$ cat src/design/cpu_pkg.sv
`default_nettype none

package cpu_pkg;

	typedef logic [31:0] word_t;
	typedef logic [4:0]  reg_addr_t;
	typedef logic [5:0]  opcode_t;
	typedef logic [5:0]  funct_t;
	typedef logic [3:0]  alu_op_t;
	typedef logic [1:0]  fwd_sel_t;

	// Major opcodes
	localparam opcode_t OP_RTYPE = 6'h00;
	localparam opcode_t OP_J     = 6'h02;
	localparam opcode_t OP_JAL   = 6'h03;
	localparam opcode_t OP_BEQ   = 6'h04;
	localparam opcode_t OP_BNE   = 6'h05;
	localparam opcode_t OP_ADDI  = 6'h08;
	localparam opcode_t OP_ANDI  = 6'h0c;
	localparam opcode_t OP_ORI   = 6'h0d;
	localparam opcode_t OP_LUI   = 6'h0f;
	localparam opcode_t OP_LW    = 6'h23;
	localparam opcode_t OP_SW    = 6'h2b;

	// Function field of register instructions
	localparam funct_t FN_SLL = 6'h00;
	localparam funct_t FN_JR  = 6'h08;
	localparam funct_t FN_ADD = 6'h20;
	localparam funct_t FN_SUB = 6'h22;
	localparam funct_t FN_AND = 6'h24;
	localparam funct_t FN_OR  = 6'h25;
	localparam funct_t FN_SLT = 6'h2a;

	localparam alu_op_t ALU_ADD = 4'd0;
	localparam alu_op_t ALU_SUB = 4'd1;
	localparam alu_op_t ALU_AND = 4'd2;
	localparam alu_op_t ALU_OR  = 4'd3;
	localparam alu_op_t ALU_SLT = 4'd4;
	localparam alu_op_t ALU_SLL = 4'd5;
	localparam alu_op_t ALU_LUI = 4'd6;

	// Decode operand sources
	localparam fwd_sel_t FWD_REG = 2'd0;
	localparam fwd_sel_t FWD_EX  = 2'd1;
	localparam fwd_sel_t FWD_MEM = 2'd2;
	localparam fwd_sel_t FWD_WB  = 2'd3;

	// Stores with these address bits on top go to the output port
	localparam logic [5:0] IO_PREFIX = 6'b111111;

	typedef struct packed {
		logic    reg_write;
		logic    mem_to_reg;
		logic    mem_read;
		logic    mem_write;
		logic    branch_eq;
		logic    branch_ne;
		logic    jump;
		logic    jump_reg;
		logic    link;
		logic    reg_dst;
		logic    alu_imm;
		alu_op_t alu_op;
	} ctrl_t;

	typedef struct packed {
		ctrl_t     ctrl;
		word_t     pc_next;
		word_t     rs_data;
		word_t     rt_data;
		word_t     imm;
		word_t     jump_target;
		reg_addr_t rs;
		reg_addr_t dst;
	} id_ex_t;

	typedef struct packed {
		logic      reg_write;
		logic      mem_to_reg;
		logic      mem_read;
		logic      mem_write;
		word_t     result;
		word_t     store_data;
		reg_addr_t dst;
	} ex_mem_t;

	typedef struct packed {
		logic      reg_write;
		word_t     wdata;
		reg_addr_t dst;
	} mem_wb_t;

endpackage

`default_nettype wire

$ cat src/design/regfile.sv
`timescale 1ns/1ps
`default_nettype none

module regfile import cpu_pkg::*; (
	input  logic      clk,
	input  logic      rst_n,
	input  reg_addr_t rd_addr_a,
	input  reg_addr_t rd_addr_b,
	output word_t     rd_data_a,
	output word_t     rd_data_b,
	input  logic      wr_en,
	input  reg_addr_t wr_addr,
	input  word_t     wr_data
);

	word_t regs [32];

	always_ff @(posedge clk or negedge rst_n) begin
		if (!rst_n) begin
			for (int i = 0; i < 32; i++) begin
				regs[i] <= '0;
			end
		end else if (wr_en && (wr_addr != '0)) begin
			regs[wr_addr] <= wr_data;
		end
	end

	// Register zero is never written, so it stays zero after reset
	assign rd_data_a = regs[rd_addr_a];
	assign rd_data_b = regs[rd_addr_b];

endmodule

`default_nettype wire

$ cat config.mk
export PLATFORM = sky130hd
export DESIGN_NAME = regfile
export DESIGN_NICKNAME = d
export VERILOG_FILES = /design/src/design/cpu_pkg.sv /design/src/design/regfile.sv
export SDC_FILE = /design/constraint.sdc
export NUM_CORES = 2
export LEC_CHECK = 0
export BUFFER_PORTS_ARGS = -buffer_cell sky130_fd_sc_hd__clkbuf_2
export CAP_MARGIN = 0
export CORE_ASPECT_RATIO = 1.25
export CORE_MARGIN = 2
export CORE_UTILIZATION = 55
export DETAILED_ROUTE_END_ITERATION = 6
export PLACE_DENSITY = 0.71
export SLEW_MARGIN = 20
export SYNTH_ARGS = -nofsm -noshare
export SYNTH_HDL_FRONTEND = slang
export SYNTH_SLANG_ARGS = --single-unit
$ cat constraint.sdc
create_clock -name clk -period 5.98 [get_ports clk]
set_clock_uncertainty 0.1 [all_clocks]
set_input_delay 1.196 -clock clk [delete_from_list [all_inputs] [get_ports clk]]
set_output_delay 1.196 -clock clk [all_outputs]
set_load 0.02 [all_outputs]
==> metrics <==
H-tree Lvls 3; largest net degree at the start of global routing 145; Reg2Reg Depth 1; vias in the first global route 40000; Reg with most FFs regs; total power 19900 µW; first-pass GRT wire length 254000 µm; final core utilization 0.605; CTS tree done; critical path's slowest cell nor2b_4; ANT nets after route 0; Pleak ~0.029 µW; setup slack, reg-to-reg about 5.1 ns; most frequent cells in the layout mux2i_1 (1024), dfrtp_1 (1024), mux2_2 (953), nand3_1 (194), nand2_1 (193); crit path from rd_addr_a[2]; min cycle time layout 4.88 ns; TNS Setup 0 ns; unrepaired setup endpoints after global routing no; RePlAce Congestion 0.841; final worst path period share 0.816; Least-Margin Pin Slew 1.12 ns; crit path launch type primary input; die height approximately 360 µm; core area 0.101 mm²; critical path type primary input to output port; layout cell share with drive strength beyond 1 0.314; hold-fix buffers at CTS 0; Synth Area per Inst approximately 12 µm²; Die Area 0.104 mm²; crit path buf inv count 4; number of flip-flops in the largest register between 1000 and 1500; fmax around 0.20 GHz; outcome complete, no violations; clock buffer count from CTS 101; fillers 8006; crit path capture type output port; Synth Cell Area roughly 0.056 mm²; Fin. Hold Viols 0; post_cts resized 0; IO Port Bufs roughly 110; Non-Filler Instances 5908; setup violators final 0; Post-synth top flop dfrtp_1; via count between 30000 and 40000; YS warnings 0; async set-reset flop share out of synthesis 1.00; fin nets 4547; Cell Chain, Critical Path clkbuf_2 -> nor2b_4 -> buf_4 -> buf_4 -> a22oi_1 -> a31oi_1 -> nand3_1 -> clkbuf_2; wire per inst 28.6 µm; clock sinks 1024; CTS root buf clkbuf_16; hold slack final 0.300 ns; Critical Path RT 4.68 ns; DRT iter0 DRCs ~3800; placed cells between 5000 and 6000; Clock Latency Late Sink a little under 0.7 ns; cell family with most CP delay buffers and inverters; Rel. slew slack 0.253; DR pass1 iterations 6; Reg-to-Reg Start regs[124]$_DFFE_PN0P_; final WL 169000 µm; io pins 114; MaxCap Viol Count 0; GR Overflow Total 0; Post-synth EDFFs 0; Peak VDD IR 0.000222 V; CTS Buffer Depth 3; Hold Crit Class flop to flop; Net Count, Synth around 4700; RR Endpoint regs[124]$_DFFE_PN0P_; Clk pin slew, worst setup/hold paths roughly 0.060 ns; Yosys reg bits between 1000 and 1500; die width 289 µm; All-Layer GR Usage 0.322; Critical Path AT 3.58 ns; post-DP HPWL ~100000 µm; WP depth 8; Netlist cell types 28; Area Overhead vs Synth 8.84%; Vias/cell 6.63; largest registers regs (1024); Final Slew Violations 0; post-CTS setup buffers 0; DRC viols 0; Post-Syn Instances 4601; Worst Path Max Fanout 18; Initial Utilization 0.556; CP max stage delay 0.62 ns; worst setup path end rd_data_a[1]; FP Rows 130; initial antenna violation count 10; sequential element share of the synthesized area 0.458; Power Density 327 mW/mm²
[metrics by stage]
step | cell area (µm²) | setup WS (ns)
global placement | 57400 | 1.16
detailed placement | 57400 | 1.12
CTS | 60900 | 1.13
global route | 60900 | 1.07
floorplan | 55900 | 2.17
finish | 60900 | 1.10
[final cells by class]
cell class | instances | area [µm²] | area share
clock buffer | 149 | 3000 | 0.0493
timing repair buffer | 266 | 2210 | 0.0362
tap | 1320 | 1650 | 0.0271
antenna | 6 | 15.0 | 0.000247
multi-input combinational | 3104 | 27900 | 0.458
sequential | 1024 | 25600 | 0.421
clock inverter | 39 | 483 | 0.00793
[synth_stat cells, drive strengths merged (2+ instances only)]
master  number  area [µm²]
nand2b       4        25.0
nor2b        4        25.0
mux2       992       11200
and2         2        12.5
clkbuf     224         841
dfrtp     1024       25600
nor3b        4        45.1
a21oi      192         961
nand3b       4        30.0
a22oi      192        1440
buf        249        1670
mux2i     1024       10200
nand2      210         788
or2          3        18.8
nand3      194         971
nor2        19         191
a31oi       64         400
a22o       128        1120
nor3        65         325
[power by group]
group          switching (µW)  internal, µW
clock network            2820          3910
registers                1010          8250
logic                    1900          2020
total                    5740         14200
[layer usage]
| layer | track usage | wire length (µm) | share of wire |
|---|---|---|---|
| met1 | 0.433 | 70200 | 0.41 |
| met2 | 0.511 | 79300 | 0.47 |
| met3 | 0.0511 | 11600 | 0.068 |
| met4 | 0.150 | 8170 | 0.048 |
| met5 | 0 | 25 | 0.00015 |
[worst min path at each step]
stage	from	end	slack, ns	cells past startpoint
floorplan	regs[1000]$_DFFE_PN0P_	regs[1000]$_DFFE_PN0P_	0.35	1
global placement	regs[1021]$_DFFE_PN0P_	regs[1021]$_DFFE_PN0P_	0.28	0
detailed placement	regs[1008]$_DFFE_PN0P_	regs[1008]$_DFFE_PN0P_	0.29	0
CTS	regs[998]$_DFFE_PN0P_	regs[998]$_DFFE_PN0P_	0.30	0
global route	regs[993]$_DFFE_PN0P_	regs[993]$_DFFE_PN0P_	0.31	0
finish	regs[998]$_DFFE_PN0P_	regs[998]$_DFFE_PN0P_	0.30	0
[kinds of logic (layout without fill, tap and decap cells)]
| family | count (synthesis) | after routing | synth area share |
|---|---|---|---|
| other | 0 | 6 | 0 |
| AND/OR/NAND/NOR | 512 | 512 | 0.0439 |
| buffers and inverters | 473 | 454 | 0.0450 |
| multiplexers | 2016 | 2016 | 0.383 |
| flip-flops | 1024 | 1024 | 0.458 |
| AO/OA/AOI/OAI | 576 | 576 | 0.0701 |
No activity file was read; power rests on OpenSTA's default activity.
