File: config.mk
export PLATFORM = sky130hd
export DESIGN_NAME = decoder
export DESIGN_NICKNAME = d
export VERILOG_FILES = /design/src/design/cpu_pkg.sv /design/src/design/decoder.sv
export SDC_FILE = /design/constraint.sdc
export NUM_CORES = 1
export LEC_CHECK = 0
export BUFFER_PORTS_ARGS = -buffer_cell sky130_fd_sc_hd__buf_2
export CELL_PAD_IN_SITES_DETAIL_PLACEMENT = 1
export CELL_PAD_IN_SITES_GLOBAL_PLACEMENT = 1
export CORE_MARGIN = 4
export CORE_UTILIZATION = 18
export DETAILED_ROUTE_END_ITERATION = 12
export MAX_ROUTING_LAYER = met4
export PLACE_DENSITY = 0.83
export REMOVE_ABC_BUFFERS = 1
export SLEW_MARGIN = 20
export SYNTH_ARGS = -nofsm -noshare
export SYNTH_HDL_FRONTEND = slang
export SYNTH_SLANG_ARGS = --single-unit
File: constraint.sdc
create_clock -name vclk -period 1.8
set_clock_uncertainty 0.1 [all_clocks]
set_input_delay 0.36 -clock vclk [all_inputs]
set_output_delay 0.36 -clock vclk [all_outputs]
set_load 0.05 [all_outputs]
File: src/design/cpu_pkg.sv
`default_nettype none

package cpu_pkg;

	typedef logic [31:0] word_t;
	typedef logic [4:0]  reg_addr_t;
	typedef logic [5:0]  opcode_t;
	typedef logic [5:0]  funct_t;
	typedef logic [3:0]  alu_op_t;
	typedef logic [1:0]  fwd_sel_t;

	// Major opcodes
	localparam opcode_t OP_RTYPE = 6'h00;
	localparam opcode_t OP_J     = 6'h02;
	localparam opcode_t OP_JAL   = 6'h03;
	localparam opcode_t OP_BEQ   = 6'h04;
	localparam opcode_t OP_BNE   = 6'h05;
	localparam opcode_t OP_ADDI  = 6'h08;
	localparam opcode_t OP_ANDI  = 6'h0c;
	localparam opcode_t OP_ORI   = 6'h0d;
	localparam opcode_t OP_LUI   = 6'h0f;
	localparam opcode_t OP_LW    = 6'h23;
	localparam opcode_t OP_SW    = 6'h2b;

	// Function field of register instructions
	localparam funct_t FN_SLL = 6'h00;
	localparam funct_t FN_JR  = 6'h08;
	localparam funct_t FN_ADD = 6'h20;
	localparam funct_t FN_SUB = 6'h22;
	localparam funct_t FN_AND = 6'h24;
	localparam funct_t FN_OR  = 6'h25;
	localparam funct_t FN_SLT = 6'h2a;

	localparam alu_op_t ALU_ADD = 4'd0;
	localparam alu_op_t ALU_SUB = 4'd1;
	localparam alu_op_t ALU_AND = 4'd2;
	localparam alu_op_t ALU_OR  = 4'd3;
	localparam alu_op_t ALU_SLT = 4'd4;
	localparam alu_op_t ALU_SLL = 4'd5;
	localparam alu_op_t ALU_LUI = 4'd6;

	// Decode operand sources
	localparam fwd_sel_t FWD_REG = 2'd0;
	localparam fwd_sel_t FWD_EX  = 2'd1;
	localparam fwd_sel_t FWD_MEM = 2'd2;
	localparam fwd_sel_t FWD_WB  = 2'd3;

	// Stores with these address bits on top go to the output port
	localparam logic [5:0] IO_PREFIX = 6'b111111;

	typedef struct packed {
		logic    reg_write;
		logic    mem_to_reg;
		logic    mem_read;
		logic    mem_write;
		logic    branch_eq;
		logic    branch_ne;
		logic    jump;
		logic    jump_reg;
		logic    link;
		logic    reg_dst;
		logic    alu_imm;
		alu_op_t alu_op;
	} ctrl_t;

	typedef struct packed {
		ctrl_t     ctrl;
		word_t     pc_next;
		word_t     rs_data;
		word_t     rt_data;
		word_t     imm;
		word_t     jump_target;
		reg_addr_t rs;
		reg_addr_t dst;
	} id_ex_t;

	typedef struct packed {
		logic      reg_write;
		logic      mem_to_reg;
		logic      mem_read;
		logic      mem_write;
		word_t     result;
		word_t     store_data;
		reg_addr_t dst;
	} ex_mem_t;

	typedef struct packed {
		logic      reg_write;
		word_t     wdata;
		reg_addr_t dst;
	} mem_wb_t;

endpackage

`default_nettype wire

File: src/design/decoder.sv
`timescale 1ns/1ps
`default_nettype none

module decoder import cpu_pkg::*; (
	input  word_t instr,
	output ctrl_t ctrl,
	output word_t imm
);

	opcode_t opcode;
	funct_t  funct;
	logic    zero_ext;

	assign opcode = instr[31:26];
	assign funct  = instr[5:0];

	always_comb begin
		ctrl = '0;
		case (opcode)
			OP_RTYPE: begin
				ctrl.reg_write = 1'b1;
				ctrl.reg_dst   = 1'b1;
				case (funct)
					FN_ADD: ctrl.alu_op = ALU_ADD;
					FN_SUB: ctrl.alu_op = ALU_SUB;
					FN_AND: ctrl.alu_op = ALU_AND;
					FN_OR:  ctrl.alu_op = ALU_OR;
					FN_SLT: ctrl.alu_op = ALU_SLT;
					FN_SLL: ctrl.alu_op = ALU_SLL;
					FN_JR: begin
						ctrl.reg_write = 1'b0;
						ctrl.reg_dst   = 1'b0;
						ctrl.jump_reg  = 1'b1;
					end
					default: ctrl = '0;
				endcase
			end
			OP_ADDI, OP_ANDI, OP_ORI, OP_LUI: begin
				ctrl.reg_write = 1'b1;
				ctrl.alu_imm   = 1'b1;
				case (opcode)
					OP_ANDI: ctrl.alu_op = ALU_AND;
					OP_ORI:  ctrl.alu_op = ALU_OR;
					OP_LUI:  ctrl.alu_op = ALU_LUI;
					default: ctrl.alu_op = ALU_ADD;
				endcase
			end
			OP_LW: begin
				ctrl.reg_write  = 1'b1;
				ctrl.mem_to_reg = 1'b1;
				ctrl.mem_read   = 1'b1;
				ctrl.alu_imm    = 1'b1;
			end
			OP_SW: begin
				ctrl.mem_write = 1'b1;
				ctrl.alu_imm   = 1'b1;
			end
			OP_BEQ: ctrl.branch_eq = 1'b1;
			OP_BNE: ctrl.branch_ne = 1'b1;
			OP_J:   ctrl.jump = 1'b1;
			OP_JAL: begin
				ctrl.jump      = 1'b1;
				ctrl.link      = 1'b1;
				ctrl.reg_write = 1'b1;
			end
			default: ctrl = '0;
		endcase
	end

	// Logical immediates are zero extended
	assign zero_ext = (opcode == OP_ANDI) || (opcode == OP_ORI);
	assign imm = zero_ext ? {16'h0, instr[15:0]} : {{16{instr[15]}}, instr[15:0]};

endmodule

`default_nettype wire

==> results.ini <==
[outcome]
status=complete, but fails checks
failed_checks=setup timing

[synthesis]
ys_seq_area_frac=0
synth_common_cells=33 x buf_4, 8 x nor2_1, 5 x a21oi_1
netlist-cell-type-count=30
synth_top_family_by_area=buffers and inverters
netlist_instances=84
synthAdderAreaFrac=0
netlist.area_leader.share=0.4583
syn_area_per_cell_um2=6.435
yosysWarnings=0
muxShareOfSynthArea=0
yosysMostFrequentCell=buf_4
netlist_area_um2=540.5
synth_xor_area_frac=0
synth-compound-area-share=0.1759
synth_top_area_cell=buf_4
synthTopCellsByArea=buf_4 46%, nor2_1 5.6%, a21oi_1 4.6%, o32ai_2 3.0%, nand3_1 2.8%
synth-simple-area-share=0.3218

[floorplanning]
die_area_um2=3944
start_util=0.1927
row_count=19
core-area_um2=2805
fp.dieW_um=62.80
die_y_um=62.80
pin_count=79

[placement]
place_area_um2=726.9
hpwl_mm=1.777
gp_congestion=0.8274
post-place-cells=150
numPortBuffers=50

[final_layout]
final_nets=158
antenna_cells=0
clkbuf_count=0
regArea_um2=0
design.seq.count=0
area_growth_pct=112.0
drive_gt1_frac=0.8226
fin_cells=155
final_cell_area_um2=1146

[setup_path]
cp-start-kind=primary input
cp_max_fo=2
crit_required_ns=1.34
crit_end=ctrl[0]
critPathKind=primary input to output pin
crit_start=instr[5]
critical_path_arrival_ns=1.54
end_kind=output pin

[power_and_ir_drop]
ir_worst_vdd_v=0.0001475
combPwrFrac=1.000
power_frac_seq=0
clkPwrFrac=0
switching_share=0.6222
power_density_nw_per_um2=312.6
power.leakage_nw=0.5280
power.internal_mw=0.1354
p_switching_mw=0.2229

[worst_hold_path]
hold_path_class=primary input to output pin
worstHoldStart=instr[11]

[detailed_routing]
drt_iter0_drc=16
ant_nets=0
wire_per_inst_um=16.98
viasPerCell=4.671
via_count=724
route.detailed.drc=0
drtPass1Iterations=4
routed_wirelength_mm=2.632

[grt]
grt_max_degree=11
gr-total-overflow=0
grt_pass1_wl_mm=3.546
grt_pass1_vias=708
track_usage=0.1106
antenna_found_initial=0

[timing]
slew_violations=0
period_needed_ns=2.000
fin_ws_ns=-0.1997
setup_viol=19
rsz0062_at_grt=yes
hold_viol=0
clock.fmax_mhz=500.1
period_share=1.111

[clock_tree]
cts_hold_buffers=0

[job]
drv_cap=0

==> power groups by stage <==
| stage | Clock (mW) | Combinational, mW | Sequential [mW] |
|---|---|---|---|
| 2_1_floorplan | 0 | 0.129 | 0 |
| 3_3_place_gp | 0 | 0.258 | 0 |
| 3_5_place_dp | 0 | 0.262 | 0 |
| 4_1_cts | 0 | 0.309 | 0 |
| 5_1_grt | 0 | 0.374 | 0 |
| 6_report | 0 | 0.358 | 0 |
==> cells by family after synthesis <==
group	count (synthesis)
buf+inv	38
simple gates	32
compound gates	13
other cells	1
==> routing by layer <==
| layer | vias to the layer above | track usage | share of wire |
|---|---|---|---|
| met2 | 45 | 0.1904 | 0.51 |
| met1 | 335 | 0.1199 | 0.36 |
| met5 | - | - | 0 |
| li1 | 342 | - | - |
| met4 | 0 | 0 | 0.015 |
| met3 | 2 | 0.05935 | 0.12 |
==> worst max-delay path, cell delays in order <==
cell and delay (ns):
buf_6 0.09, or4_4 0.52, o311a_1 0.13, o32ai_2 0.24
buf_6 0.20
==> through the flow <==
stage | setup WS (ns) | setup TNS [ns] | utilization | hold slack (ns) | total power [mW]
after floorplan | -4.816 | -85.29 | - | 0.6200 | 0.1288
after global placement | -0.3026 | -3.523 | 0.2591 | 0.6205 | 0.2582
after detailed placement | -0.3569 | -3.976 | 0.2591 | 0.6205 | 0.2621
after CTS | -0.2175 | -0.3080 | 0.3350 | 0.6205 | 0.3088
after global routing | -0.2351 | -1.435 | 0.4086 | 0.6203 | 0.3741
final | -0.1997 | -0.6200 | 0.4086 | 0.6204 | 0.3582
==> worst min-delay path by stage <==
stage	end	slack, ns	cells past startpoint
after global routing	imm[14]	0.62	0
after global placement	imm[14]	0.62	0
after CTS	imm[14]	0.62	0
after floorplan	imm[0]	0.62	0
final	imm[11]	0.62	0
after detailed placement	imm[14]	0.62	0
==> what timing repair did <==
item                                    4_1_cts  5_1_grt
endpoints found under the setup margin       24       28
pin swaps                                     8        4
buffers inserted                              2        2
gates cloned                                  0        1
resized for setup                            59       50
==> layout by cell type (no fill, tap or decap), types with 2 or more instances in the layout <==
master / instances
a21oi_1: 2
a21oi_2: 3
buf_2: 15
buf_4: 25
buf_6: 31
buf_8: 5
inv_1: 2
nand2_1: 3
nand3_2: 3
nor2_1: 3
nor2_4: 4
nor3_4: 3
nor4_2: 2
==> area by class of cell <==
class	instances	area, um2
tap	31	38.79
timing repair buffer	76	686.9
multi-input combinational	46	412.9
inverter	2	7.507
fill	336	1659
Power figures use the tool's default switching activity.
