File: src/design/cpu_pkg.sv
`default_nettype none

package cpu_pkg;

	typedef logic [31:0] word_t;
	typedef logic [4:0]  reg_addr_t;
	typedef logic [5:0]  opcode_t;
	typedef logic [5:0]  funct_t;
	typedef logic [3:0]  alu_op_t;
	typedef logic [1:0]  fwd_sel_t;

	// Major opcodes
	localparam opcode_t OP_RTYPE = 6'h00;
	localparam opcode_t OP_J     = 6'h02;
	localparam opcode_t OP_JAL   = 6'h03;
	localparam opcode_t OP_BEQ   = 6'h04;
	localparam opcode_t OP_BNE   = 6'h05;
	localparam opcode_t OP_ADDI  = 6'h08;
	localparam opcode_t OP_ANDI  = 6'h0c;
	localparam opcode_t OP_ORI   = 6'h0d;
	localparam opcode_t OP_LUI   = 6'h0f;
	localparam opcode_t OP_LW    = 6'h23;
	localparam opcode_t OP_SW    = 6'h2b;

	// Function field of register instructions
	localparam funct_t FN_SLL = 6'h00;
	localparam funct_t FN_JR  = 6'h08;
	localparam funct_t FN_ADD = 6'h20;
	localparam funct_t FN_SUB = 6'h22;
	localparam funct_t FN_AND = 6'h24;
	localparam funct_t FN_OR  = 6'h25;
	localparam funct_t FN_SLT = 6'h2a;

	localparam alu_op_t ALU_ADD = 4'd0;
	localparam alu_op_t ALU_SUB = 4'd1;
	localparam alu_op_t ALU_AND = 4'd2;
	localparam alu_op_t ALU_OR  = 4'd3;
	localparam alu_op_t ALU_SLT = 4'd4;
	localparam alu_op_t ALU_SLL = 4'd5;
	localparam alu_op_t ALU_LUI = 4'd6;

	// Decode operand sources
	localparam fwd_sel_t FWD_REG = 2'd0;
	localparam fwd_sel_t FWD_EX  = 2'd1;
	localparam fwd_sel_t FWD_MEM = 2'd2;
	localparam fwd_sel_t FWD_WB  = 2'd3;

	// Stores with these address bits on top go to the output port
	localparam logic [5:0] IO_PREFIX = 6'b111111;

	typedef struct packed {
		logic    reg_write;
		logic    mem_to_reg;
		logic    mem_read;
		logic    mem_write;
		logic    branch_eq;
		logic    branch_ne;
		logic    jump;
		logic    jump_reg;
		logic    link;
		logic    reg_dst;
		logic    alu_imm;
		alu_op_t alu_op;
	} ctrl_t;

	typedef struct packed {
		ctrl_t     ctrl;
		word_t     pc_next;
		word_t     rs_data;
		word_t     rt_data;
		word_t     imm;
		word_t     jump_target;
		reg_addr_t rs;
		reg_addr_t dst;
	} id_ex_t;

	typedef struct packed {
		logic      reg_write;
		logic      mem_to_reg;
		logic      mem_read;
		logic      mem_write;
		word_t     result;
		word_t     store_data;
		reg_addr_t dst;
	} ex_mem_t;

	typedef struct packed {
		logic      reg_write;
		word_t     wdata;
		reg_addr_t dst;
	} mem_wb_t;

endpackage

`default_nettype wire

File: src/design/alu.sv
`timescale 1ns/1ps
`default_nettype none

module alu import cpu_pkg::*; (
	input  alu_op_t   op,
	input  word_t     a,
	input  word_t     b,
	input  reg_addr_t shamt,
	output word_t     result,
	output logic      zero
);

	always_comb begin
		case (op)
			ALU_ADD: result = a + b;
			ALU_SUB: result = a - b;
			ALU_AND: result = a & b;
			ALU_OR:  result = a | b;
			// Signed compare
			ALU_SLT: result = {31'h0, $signed(a) < $signed(b)};
			// Shifts the rt operand, as MIPS does
			ALU_SLL: result = b << shamt;
			ALU_LUI: result = {b[15:0], 16'h0};
			default: result = '0;
		endcase
	end

	// Branch compare uses the raw operands, independent of op
	assign zero = (a == b);

endmodule

`default_nettype wire

File: config.mk
export PLATFORM = sky130hd
export DESIGN_NAME = alu
export DESIGN_NICKNAME = d
export VERILOG_FILES = /design/src/design/cpu_pkg.sv /design/src/design/alu.sv
export SDC_FILE = /design/constraint.sdc
export NUM_CORES = 1
export LEC_CHECK = 0
export ABC_AREA = 1
export BUFFER_PORTS_ARGS = -buffer_cell sky130_fd_sc_hd__buf_2
export CAP_MARGIN = 20
export CORE_AREA = 5 5 166 168
export DETAILED_ROUTE_END_ITERATION = 7
export DIE_AREA = 0 0 171 173
export GPL_TIMING_DRIVEN = 0
export PLACE_DENSITY = 0.61
export SYNTH_ARGS = -nofsm -noshare
export SYNTH_HDL_FRONTEND = slang
export SYNTH_SLANG_ARGS = --single-unit
File: constraint.sdc
create_clock -name vclk -period 3.95
set_clock_uncertainty 0.05 [all_clocks]
set_input_delay 0.79 -clock vclk [all_inputs]
set_output_delay 0.79 -clock vclk [all_outputs]
set_load 0.05 [all_outputs]
==> PnR_summary.wiki <==
{| class="wikitable"
! Metric !! Value
|-
| Category of the worst setup path capture point || output pin
|-
| Share of the clock period used by the worst path after layout || 0.9841
|-
| Number of hold violations in the final report || 0
|-
| Antenna violations before repair || 0
|-
| Register area share after synthesis || 0
|-
| Worst setup path category || input port to output pin
|-
| Maximum fanout encountered on the critical timing path || 9
|-
| Wire length reported by the detailed router || 38.84 mm
|-
| Worst slew pin tran || 985.8 ps
|-
| Buffers on Ports || between 100 and 150
|-
| Distinct cell type count of the synthesized netlist || 34
|-
| Launching element type of the critical path || input port
|-
| Cell area after synthesis || 8130 µm²
|-
| Critical path's most frequent cell || sky130_fd_sc_hd__nand2_1
|-
| Overall die height || about 170 µm
|-
| Effective utilization at floorplan || 0.3156
|-
| Number of top-level pins || 106
|-
| Leading post-synthesis cells by cell area || sky130_fd_sc_hd__nand2_1 (26%), sky130_fd_sc_hd__ha_1 (16%), sky130_fd_sc_hd__inv_1 (15%)
|-
| Worst endpoint data arrival time || roughly 3000 ps
|-
| Area growth from synthesis to layout || 14.82%
|-
| Weighted congestion reported at the end of routability-driven placement || ~1.0
|-
| Path type of the worst min-delay path || input port to output pin
|-
| Warnings from Yosys || 0
|-
| Peak supply drop || a little over 0.00005 V
|-
| Required arrival time at the worst endpoint || between 3000 and 4000 ps
|-
| RSZ-0062 raised after global routing || true
|-
| Fin crit period || approximately 3900 ps
|-
| Largest area contributor in the synthesized netlist || sky130_fd_sc_hd__nand2_1
|-
| Post-DR vias/cell || between 5 and 6
|-
| Vias || around 11,000
|-
| Pwr Density || 141.3 nW/µm²
|-
| Die footprint || between 20,000 and 30,000 µm²
|-
| Global routing usage summed across all routing layers || 0.2476
|-
| Count of mapped cells out of synthesis || approximately 1,700
|-
| Number of DRC violations after detailed routing || 1
|-
| Iteration-0 DRC Markers || roughly 1,200
|-
| Cell with the biggest individual delay on the critical path || sky130_fd_sc_hd__ha_1
|-
| Post-layout utilization of the core || 0.3623
|-
| Number of max-slew violations in the final report || 0
|-
| Portion of synthesized cell area occupied by the leading cell type || 0.2595
|-
| Tot Pwr || about 1.3 mW
|-
| Half-perimeter wire length after detailed placement || about 33 mm
|-
| Number of detailed-route iterations in the first pass || 8
|-
| Total leakage power || approximately 5.6 nW
|-
| Rows || approximately 60
|-
| Total cell area at the placement stage || 9070 µm²
|-
| Fraction of final layout cells with drive strength greater than 1 || 0.1198
|-
| Most frequently used cell type in the post-synthesis netlist || sky130_fd_sc_hd__nand2_1
|-
| Violated checks || DRC
|-
| Average size of a mapped cell || between 4 and 5 µm²
|-
| Headroom to the max-slew limit || 0.3428
|-
| Hold Buf Count CTS || 0
|-
| Max-Cap Viols || 0
|-
| Longest individual stage delay on the worst path || approximately 280 ps
|-
| Number of global-route vias before repair || 10,190
|-
| Critical path cell sequence || clkbuf_4 > inv_1 > ha_1 > clkbuf_4 > nor2_4 > nand2_1 > nand3_2 > nand2_1 > nand2_1 > nand2_1 > nand2_1 > nand2_1 > nand2_1 > nand2_1 > nand3_1 > nand2_1 > buf_6
|-
| Sequential cells || 0
|-
| Final instance area || around 9300 µm²
|-
| Number of nets at the end of the flow || 1,968
|-
| Clock buffer cells || 0
|-
| Count of antenna-violating nets left after detailed routing || 0
|-
| Total inserted antenna cells || 0
|-
| Average wire length per cell after detail routing || 18.30 µm
|-
| Outcome || finished, violations left
|-
| Total congestion overflow || 0
|-
| Final-report setup violation count || 0
|-
| Largest net degree at the start of global routing || 11
|-
| Width of the die || about 170 µm
|-
| Top cell types by occurrence after synthesis || sky130_fd_sc_hd__nand2_1 (562), sky130_fd_sc_hd__inv_1 (321), sky130_fd_sc_hd__nand3_1 (225), sky130_fd_sc_hd__nor2_1 (148), sky130_fd_sc_hd__ha_1 (104)
|-
| Net count after synthesis || roughly 1,900
|-
| Total core area || 25,760 µm²
|-
| Area occupied by registers || 0 µm²
|-
| Highest achievable clock rate || 0.2573 GHz
|-
| First-pass GRT wire length || 57.53 mm
|}
-- area by class of cell --
type	instances	area, µm²
repair buffers	109	630.6
plain buffers	67	352.8
fillers	2946	16430
inverters	330	1254
multi-input cells	1281	6679
well taps	335	419.2
-- critical path, delay by kind of cell --
| kind | cells | cell delay [ps] |
|---|---|---|
| fa+ha+maj | 1 | 280 |
| buf+inv | 4 | 640 |
| simple gates | 12 | 1330 |
-- where the power goes --
group / internal, mW / switching (mW) / total, mW
registers: 0 / 0 / 0
clock network: 0 / 0 / 0
logic: 0.377 / 0.942 / 1.32
-- placed cells by master, fill, tap and decap left out, types with 16 or more instances in the layout --
cell type,n
sky130_fd_sc_hd__nand2_1,557
sky130_fd_sc_hd__inv_1,313
sky130_fd_sc_hd__nand3_1,219
sky130_fd_sc_hd__nor2_1,136
sky130_fd_sc_hd__buf_2,122
sky130_fd_sc_hd__ha_1,102
sky130_fd_sc_hd__a21oi_1,61
sky130_fd_sc_hd__o21ai_0,58
sky130_fd_sc_hd__o22ai_1,23
sky130_fd_sc_hd__nand4_1,21
sky130_fd_sc_hd__o211ai_1,18
sky130_fd_sc_hd__nor2_2,16
-- metrics by stage --
| step | setup TNS (ps) | hold WS (ps) | instances | setup slack [ps] |
|---|---|---|---|---|
| floorplan | 0 | 1901 | 1678 | 567.6 |
| global placement | -529.4 | 2099 | 2117 | -174.3 |
| detailed placement | -785.2 | 2094 | 2117 | -185.1 |
| CTS | -5.975 | 2078 | 2119 | -5.975 |
| global route | -26.80 | 2074 | 2122 | -25.90 |
| finish | 0 | 2060 | 2122 | 62.84 |
-- metal layers --
| metal | wire length (µm) | GRT usage | up-vias |
|---|---|---|---|
| met1 | 15500 | 0.3289 | 5129 |
| met4 | 1845 | 0.09013 | 0 |
| met2 | 18110 | 0.4207 | 619 |
| met5 | 0 | 0 | - |
| met3 | 3381 | 0.01438 | 104 |
| li1 | - | - | 5481 |
-- final timing paths --
path / slack [ps] / startpoint / endpoint / cells after the start
max: 60 / b[3] / result[0] / 17
min: 2060 / op[3] / result[0] / 5
-- cell families (layout without fill, tap and decap cells) --
family / count (synthesis) / count (layout) / synth area share
buffers and inverters: 397 / 506 / 0.1948
AOI/OAI and AO/OA: 185 / 185 / 0.1305
and+or+nand+nor: 989 / 989 / 0.5086
adders and majority gates: 106 / 106 / 0.1650
xor gates and xnor gates: 1 / 1 / 0.001077
-- what timing repair did --
action	in CTS	in global routing
gates resized for setup	13	66
pin swaps	0	3
endpoints found under the setup margin	14	22
buffers inserted	2	3
(Power assumes the default switching activity.)
