## src/design/cpu_pkg.sv

```systemverilog
`default_nettype none

package cpu_pkg;

	typedef logic [31:0] word_t;
	typedef logic [4:0]  reg_addr_t;
	typedef logic [5:0]  opcode_t;
	typedef logic [5:0]  funct_t;
	typedef logic [3:0]  alu_op_t;
	typedef logic [1:0]  fwd_sel_t;

	// Major opcodes
	localparam opcode_t OP_RTYPE = 6'h00;
	localparam opcode_t OP_J     = 6'h02;
	localparam opcode_t OP_JAL   = 6'h03;
	localparam opcode_t OP_BEQ   = 6'h04;
	localparam opcode_t OP_BNE   = 6'h05;
	localparam opcode_t OP_ADDI  = 6'h08;
	localparam opcode_t OP_ANDI  = 6'h0c;
	localparam opcode_t OP_ORI   = 6'h0d;
	localparam opcode_t OP_LUI   = 6'h0f;
	localparam opcode_t OP_LW    = 6'h23;
	localparam opcode_t OP_SW    = 6'h2b;

	// Function field of register instructions
	localparam funct_t FN_SLL = 6'h00;
	localparam funct_t FN_JR  = 6'h08;
	localparam funct_t FN_ADD = 6'h20;
	localparam funct_t FN_SUB = 6'h22;
	localparam funct_t FN_AND = 6'h24;
	localparam funct_t FN_OR  = 6'h25;
	localparam funct_t FN_SLT = 6'h2a;

	localparam alu_op_t ALU_ADD = 4'd0;
	localparam alu_op_t ALU_SUB = 4'd1;
	localparam alu_op_t ALU_AND = 4'd2;
	localparam alu_op_t ALU_OR  = 4'd3;
	localparam alu_op_t ALU_SLT = 4'd4;
	localparam alu_op_t ALU_SLL = 4'd5;
	localparam alu_op_t ALU_LUI = 4'd6;

	// Decode operand sources
	localparam fwd_sel_t FWD_REG = 2'd0;
	localparam fwd_sel_t FWD_EX  = 2'd1;
	localparam fwd_sel_t FWD_MEM = 2'd2;
	localparam fwd_sel_t FWD_WB  = 2'd3;

	// Stores with these address bits on top go to the output port
	localparam logic [5:0] IO_PREFIX = 6'b111111;

	typedef struct packed {
		logic    reg_write;
		logic    mem_to_reg;
		logic    mem_read;
		logic    mem_write;
		logic    branch_eq;
		logic    branch_ne;
		logic    jump;
		logic    jump_reg;
		logic    link;
		logic    reg_dst;
		logic    alu_imm;
		alu_op_t alu_op;
	} ctrl_t;

	typedef struct packed {
		ctrl_t     ctrl;
		word_t     pc_next;
		word_t     rs_data;
		word_t     rt_data;
		word_t     imm;
		word_t     jump_target;
		reg_addr_t rs;
		reg_addr_t dst;
	} id_ex_t;

	typedef struct packed {
		logic      reg_write;
		logic      mem_to_reg;
		logic      mem_read;
		logic      mem_write;
		word_t     result;
		word_t     store_data;
		reg_addr_t dst;
	} ex_mem_t;

	typedef struct packed {
		logic      reg_write;
		word_t     wdata;
		reg_addr_t dst;
	} mem_wb_t;

endpackage

`default_nettype wire

```

## src/design/hazard_unit.sv

```systemverilog
`timescale 1ns/1ps
`default_nettype none

module hazard_unit import cpu_pkg::*; (
	input  reg_addr_t rs,
	input  reg_addr_t rt,
	input  reg_addr_t ex_dst,
	input  reg_addr_t mem_dst,
	input  reg_addr_t wb_dst,
	input  logic      ex_write,
	input  logic      ex_load,
	input  logic      mem_write_reg,
	input  logic      wb_write,
	output fwd_sel_t  fwd_rs,
	output fwd_sel_t  fwd_rt,
	output logic      stall
);

	// Youngest producer wins
	function automatic fwd_sel_t pick(input reg_addr_t src);
		if (src == '0) begin
			return FWD_REG;
		end else if (ex_write && !ex_load && (ex_dst == src)) begin
			return FWD_EX;
		end else if (mem_write_reg && (mem_dst == src)) begin
			return FWD_MEM;
		end else if (wb_write && (wb_dst == src)) begin
			return FWD_WB;
		end
		return FWD_REG;
	endfunction

	always_comb begin
		fwd_rs = pick(rs);
		fwd_rt = pick(rt);
	end

	// Load data is not ready until the memory stage
	assign stall = ex_load && (ex_dst != '0) && ((ex_dst == rs) || (ex_dst == rt));

endmodule

`default_nettype wire

```

## config.mk

```make
export PLATFORM = sky130hd
export DESIGN_NAME = hazard_unit
export DESIGN_NICKNAME = d
export VERILOG_FILES = /design/src/design/cpu_pkg.sv /design/src/design/hazard_unit.sv
export SDC_FILE = /design/constraint.sdc
export NUM_CORES = 1
export LEC_CHECK = 0
export ABC_CLOCK_PERIOD_IN_PS = 2100
export BUFFER_PORTS_ARGS = -buffer_cell sky130_fd_sc_hd__buf_4
export CAP_MARGIN = 30
export CORE_AREA = 2 2 39 41
export DETAILED_ROUTE_END_ITERATION = 8
export DIE_AREA = 0 0 41 43
export PLACE_DENSITY = 0.71
export SYNTH_ARGS = -nofsm -noshare
export SYNTH_HDL_FRONTEND = slang
export SYNTH_SLANG_ARGS = --single-unit
```

## constraint.sdc

```tcl
create_clock -name vclk -period 2.1
set_input_delay 0.42 -clock vclk [all_inputs]
set_output_delay 0.42 -clock vclk [all_outputs]
set_load 0.005 [all_outputs]
```

==> flow_metrics.py, run 1 <==
metrics = {
    "clock_network": {
        "hold_buffers": 0,
        "postCtsSetupBuffers": 0,
        "ctsResizeCount": 0,
    },
    "sta": {
        "min_period_ps": 1930,
        "slew_headroom_pct": 79.4,
        "tightestPinTransition_ps": 307,
        "slew_violations": 0,
        "fmax_ghz": 0.517,
        "finalSetupViolations": 0,
        "hold_viol": 0,
        "fin_crit_sh_pct": 92.0,
        "setup_tns_ps": 0,
        "grt_setup_unrepaired": "no",
    },
    "detailed_routing": {
        "postRouteAntennaNets": 0,
        "totalWireLength_um": 1420,
        "vias": 571,
        "via_per_inst": 5.05,
        "drt_iter0_markers": 13,
        "wl_per_cell_um": 12.5,
        "dr.pass1.iters": 4,
        "drcViolationCount": 0,
    },
    "global_routing": {
        "grt_max_degree": 5,
        "gr-total-overflow": 0,
        "antenna_found_initial": 0,
        "grt_pass1_wl_um": 2190,
        "grt_pass1_vias": 533,
        "track_usage_pct": 17.3,
    },
    "setup_path": {
        "worst_ep_arrival_time_ps": 1510,
        "end_kind": "output pin",
        "path_max_fanout": 4,
        "worstSetupPathType": "in -> out",
        "required_ps": 1680,
        "start_kind": "input port",
    },
    "layout": {
        "final_cell_area_um2": 741,
        "final_cell_mix": "buf_4, xor2_1, nor2_1",
        "diodes": 0,
        "layout_commonest_cell": "buf_4",
        "final_nets": 128,
        "drive_above_1_share_pct": 37.1,
        "area_growth_pct": 59.1,
        "sequential_cell_total": 0,
        "num-clock-buffers": 0,
        "regArea_um2": 0,
        "postLayoutCoreUtil_pct": 53.5,
    },
    "logic_synthesis": {
        "syn_inst": 63,
        "synth_warnings": 0,
        "synth_top_cell_area_share_pct": 48.9,
        "synth_area_leader_cell": "xor2_1",
        "synth.area.top_cells": "xor2_1, xnor2_1, and3_1",
        "syn_avg_cell_area_um2": 7.39,
        "syn_area_um2": 465,
        "synth_cell_type_count": 17,
        "syn_nets": 92,
        "ys_seq_area_share_pct": 0,
    },
    "pwr": {
        "ir_drop_v": 0.0000753,
        "powerDensity_mw_per_mm2": 187,
        "leakage_nw": 0.365,
    },
    "die": {
        "initial_core_util_pct": 33.6,
        "rows": 14,
        "die-width_um": 41,
        "io_pins": 34,
        "coreArea_mm2": 0.00138,
        "die_h_um": 43,
        "die-area_mm2": 0.00176,
    },
    "placed_design": {
        "place_area_um2": 741,
        "port_buffers": 34,
        "place_congestion": 0.843,
    },
    "run_status": {
        "status": "finished, final reports clean",
    },
    "job": {
        "maxCapViolCount": 0,
    },
    "worst_hold_path": {
        "hp-class": "in -> out",
    },
}
report_power, final:
part	switching (mW)	total, mW	internal, mW
sequential	0	0	0
clock	0	0	0
combinational	0.0648	0.138	0.0736
total	0.0648	0.138	0.0736
worst paths after layout:
check / cells past startpoint / endpoint / from / slack [ps]
worst max-delay path: 6 / fwd_rs[1] / rs[3] / 170
worst min-delay path: 4 / stall / ex_load / 1180
metal layers:
metal / share of wire [%] / wire length (µm) / track usage (%) / vias up
li1: - / - / - / 292
met1: 41 / 579 / 21.2 / 253
met2: 51 / 723 / 33.1 / 26
met3: 8.0 / 114 / 0 / 0
met4: 0 / 0 / 0 / 0
met5: 0 / 0 / 0 / -
critical path, cell delays in order:
cell and delay (ps):
buf_4 130, xor2_1 160, nor4_2 350, and3_1 210
o211a_1 130, buf_4 100
stage by stage:
| stage | setup slack, ps | power, mW | hold slack [ps] | cells |
|---|---|---|---|---|
| final | 167 | 0.138 | 1180 | 113 |
| after global routing | 64.7 | 0.152 | 1210 | 113 |
| after CTS | 152 | 0.139 | 1190 | 113 |
| after detailed placement | 159 | 0.138 | 1180 | 113 |
| after global placement | 162 | 0.135 | 1180 | 113 |
| after floorplan | 522 | 0.0585 | 940 | 63 |
synthesized netlist by cell type, drive strengths merged:
cell type and count:
nor2b 1, nor4 4, a22oi 1, o21ai 1
nand3 2, nor2 5, nand4 2, xnor2 4
xor2 26, o211a 2, nand2 2, o22ai 2
or4 1, and2 2, nor3 4, and3 4
final cells by class:
type / count / area, µm²
timing repair buffer: 34 / 255
multi-input combinational: 63 / 465
fill: 141 / 643
tap: 16 / 20.0
cell families after synthesis:
group | synth area share (%)
simple gates | 33.9
compound gates | 9.68
xor+xnor | 56.5
Note: power is estimated with default switching activity, not from simulation.
==> run 2, diff against run 1 <==
--- a/config.mk
+++ b/config.mk
@@ -12,6 +12,7 @@
 export DETAILED_ROUTE_END_ITERATION = 8
 export DIE_AREA = 0 0 41 43
 export PLACE_DENSITY = 0.71
+export RECOVER_POWER = 25
 export SYNTH_ARGS = -nofsm -noshare
 export SYNTH_HDL_FRONTEND = slang
 export SYNTH_SLANG_ARGS = --single-unit
==> run 2 against run 1 <==
Compared with the run above: total power barely moved; die area did not move; wire length barely moved; combinational power barely moved; hold slack improved by 0.83 ps; utilization did not move; flip-flop and latch count did not move; design area did not move; critical endpoint unchanged.
==> flow_metrics.py, run 2 (same netlist as run 1, synthesis figures left out) <==
metrics = {
    "run_status": {
        "status": "finished, final reports clean",
    },
    "layout": {
        "multiInputGateArea_um2": 465,
        "final_cell_mix": "buf_4, xor2_1, nor2_1",
        "regArea_um2": 0,
        "n_fill_cell": 141,
        "num-clock-buffers": 0,
        "diodes": 0,
        "layout_commonest_cell": "buf_4",
        "final_nets": 128,
        "drive_above_1_share_pct": 37.1,
        "area_growth_pct": 59.1,
        "sequential_cell_total": 0,
        "final_cell_area_um2": 741,
    },
    "setup_path": {
        "critPathMaxStageDelay_ps": 350,
        "path_cells": "buf_4 -> xor2_1 -> nor4_2 -> and3_1 -> o211a_1 -> buf_4",
        "critPathSlowestCell": "nor4_2",
        "critPathMostFrequentCell": "buf_4",
        "path_max_fanout": 4,
        "worst_ep_arrival_time_ps": 1510,
        "required_ps": 1680,
        "worstSetupPathType": "in -> out",
        "end_kind": "output pin",
        "start_kind": "input port",
    },
    "pwr": {
        "power.total_mw": 0.138,
        "p_int_mw": 0.0735,
        "ir_drop_v": 0.0000753,
        "p_switching_mw": 0.0648,
        "p_seq_share_pct": 0,
        "power_frac_comb_pct": 100.0,
        "powerDensity_mw_per_mm2": 187,
        "clkPwrFrac_pct": 0,
        "leakage_nw": 0.364,
        "swShare_pct": 46.9,
    },
    "clock_network": {
        "hold_buffers": 0,
        "postCtsSetupBuffers": 0,
        "ctsResizeCount": 0,
    },
    "global_routing": {
        "gr-total-overflow": 0,
        "grt_pass1_vias": 533,
        "track_usage_pct": 17.3,
        "antenna_found_initial": 0,
        "grt_pass1_wl_um": 2190,
        "grt_max_degree": 5,
    },
    "sta": {
        "setup_tns_ps": 0,
        "slew_headroom_pct": 79.4,
        "min_period_ps": 1930,
        "hold_viol": 0,
        "setup_slack_ps": 167,
        "fmax_ghz": 0.517,
        "finalSetupViolations": 0,
        "fin_crit_sh_pct": 92.0,
        "grt_setup_unrepaired": "no",
        "hold_slack_ps": 1180,
        "tightestPinTransition_ps": 307,
        "slew_violations": 0,
    },
    "placed_design": {
        "port_buffers": 34,
        "place_area_um2": 741,
        "pre_cts_ws_ps": 159,
        "place_congestion": 0.843,
    },
    "worst_hold_path": {
        "hp-class": "in -> out",
    },
    "die": {
        "die-width_um": 41,
        "coreArea_mm2": 0.00138,
        "io_pins": 34,
        "die-area_mm2": 0.00176,
        "die_h_um": 43,
        "initial_core_util_pct": 33.6,
        "rows": 14,
    },
    "detailed_routing": {
        "drt_iter0_markers": 13,
        "dr.pass1.iters": 4,
        "drcViolationCount": 0,
        "postRouteAntennaNets": 0,
        "vias": 571,
        "via_per_inst": 5.05,
        "totalWireLength_um": 1420,
        "wl_per_cell_um": 12.5,
    },
    "job": {
        "maxCapViolCount": 0,
    },
}
[run 2: cell types whose count changed in the layout (fill, tap and decap cells not counted)]
cell      delta
buf_4        -1
clkbuf_4     +1
[run 2: path summary, 6_finish.rpt]
path              startpoint        end  slack, ps  cells past startpoint
hold / removal       ex_load      stall       1180                      4
setup / recovery       rs[3]  fwd_rs[1]        170                      6
[run 2: metal layers]
layer  wire length, µm  track usage [%]  part of all wire (%)
met1               583             21.2                    41
met4                 0                0                     0
met2               723             33.1                    51
met3               109                0                   7.7
met5                 0                0                     0
[run 2: stage by stage]
step / util, % / cells
6_report: 53.5 / 113
5_1_grt: 53.5 / 113
4_1_cts: 53.5 / 113
3_5_place_dp: 53.5 / 113
3_3_place_gp: 53.5 / 113
2_1_floorplan: - / 63
[run 2: critical path, delay by kind of cell]
family | cells | cell delay (ps)
and+or+nand+nor | 2 | 560
AOI/OAI and AO/OA | 1 | 130
buffers and inverters | 2 | 230
xor gates and xnor gates | 1 | 160
[run 2: layout make-up]
cell class	count	area share [%]
well taps	16	2.70
multi-input cells	63	62.8
repair buffers	34	34.5
[run 2: power groups by stage]
stage / Clock [mW] / Combinational (mW) / Sequential [mW]
finish: 0 / 0.138 / 0
global route: 0 / 0.152 / 0
CTS: 0 / 0.139 / 0
detailed placement: 0 / 0.138 / 0
global placement: 0 / 0.135 / 0
floorplan: 0 / 0.0585 / 0
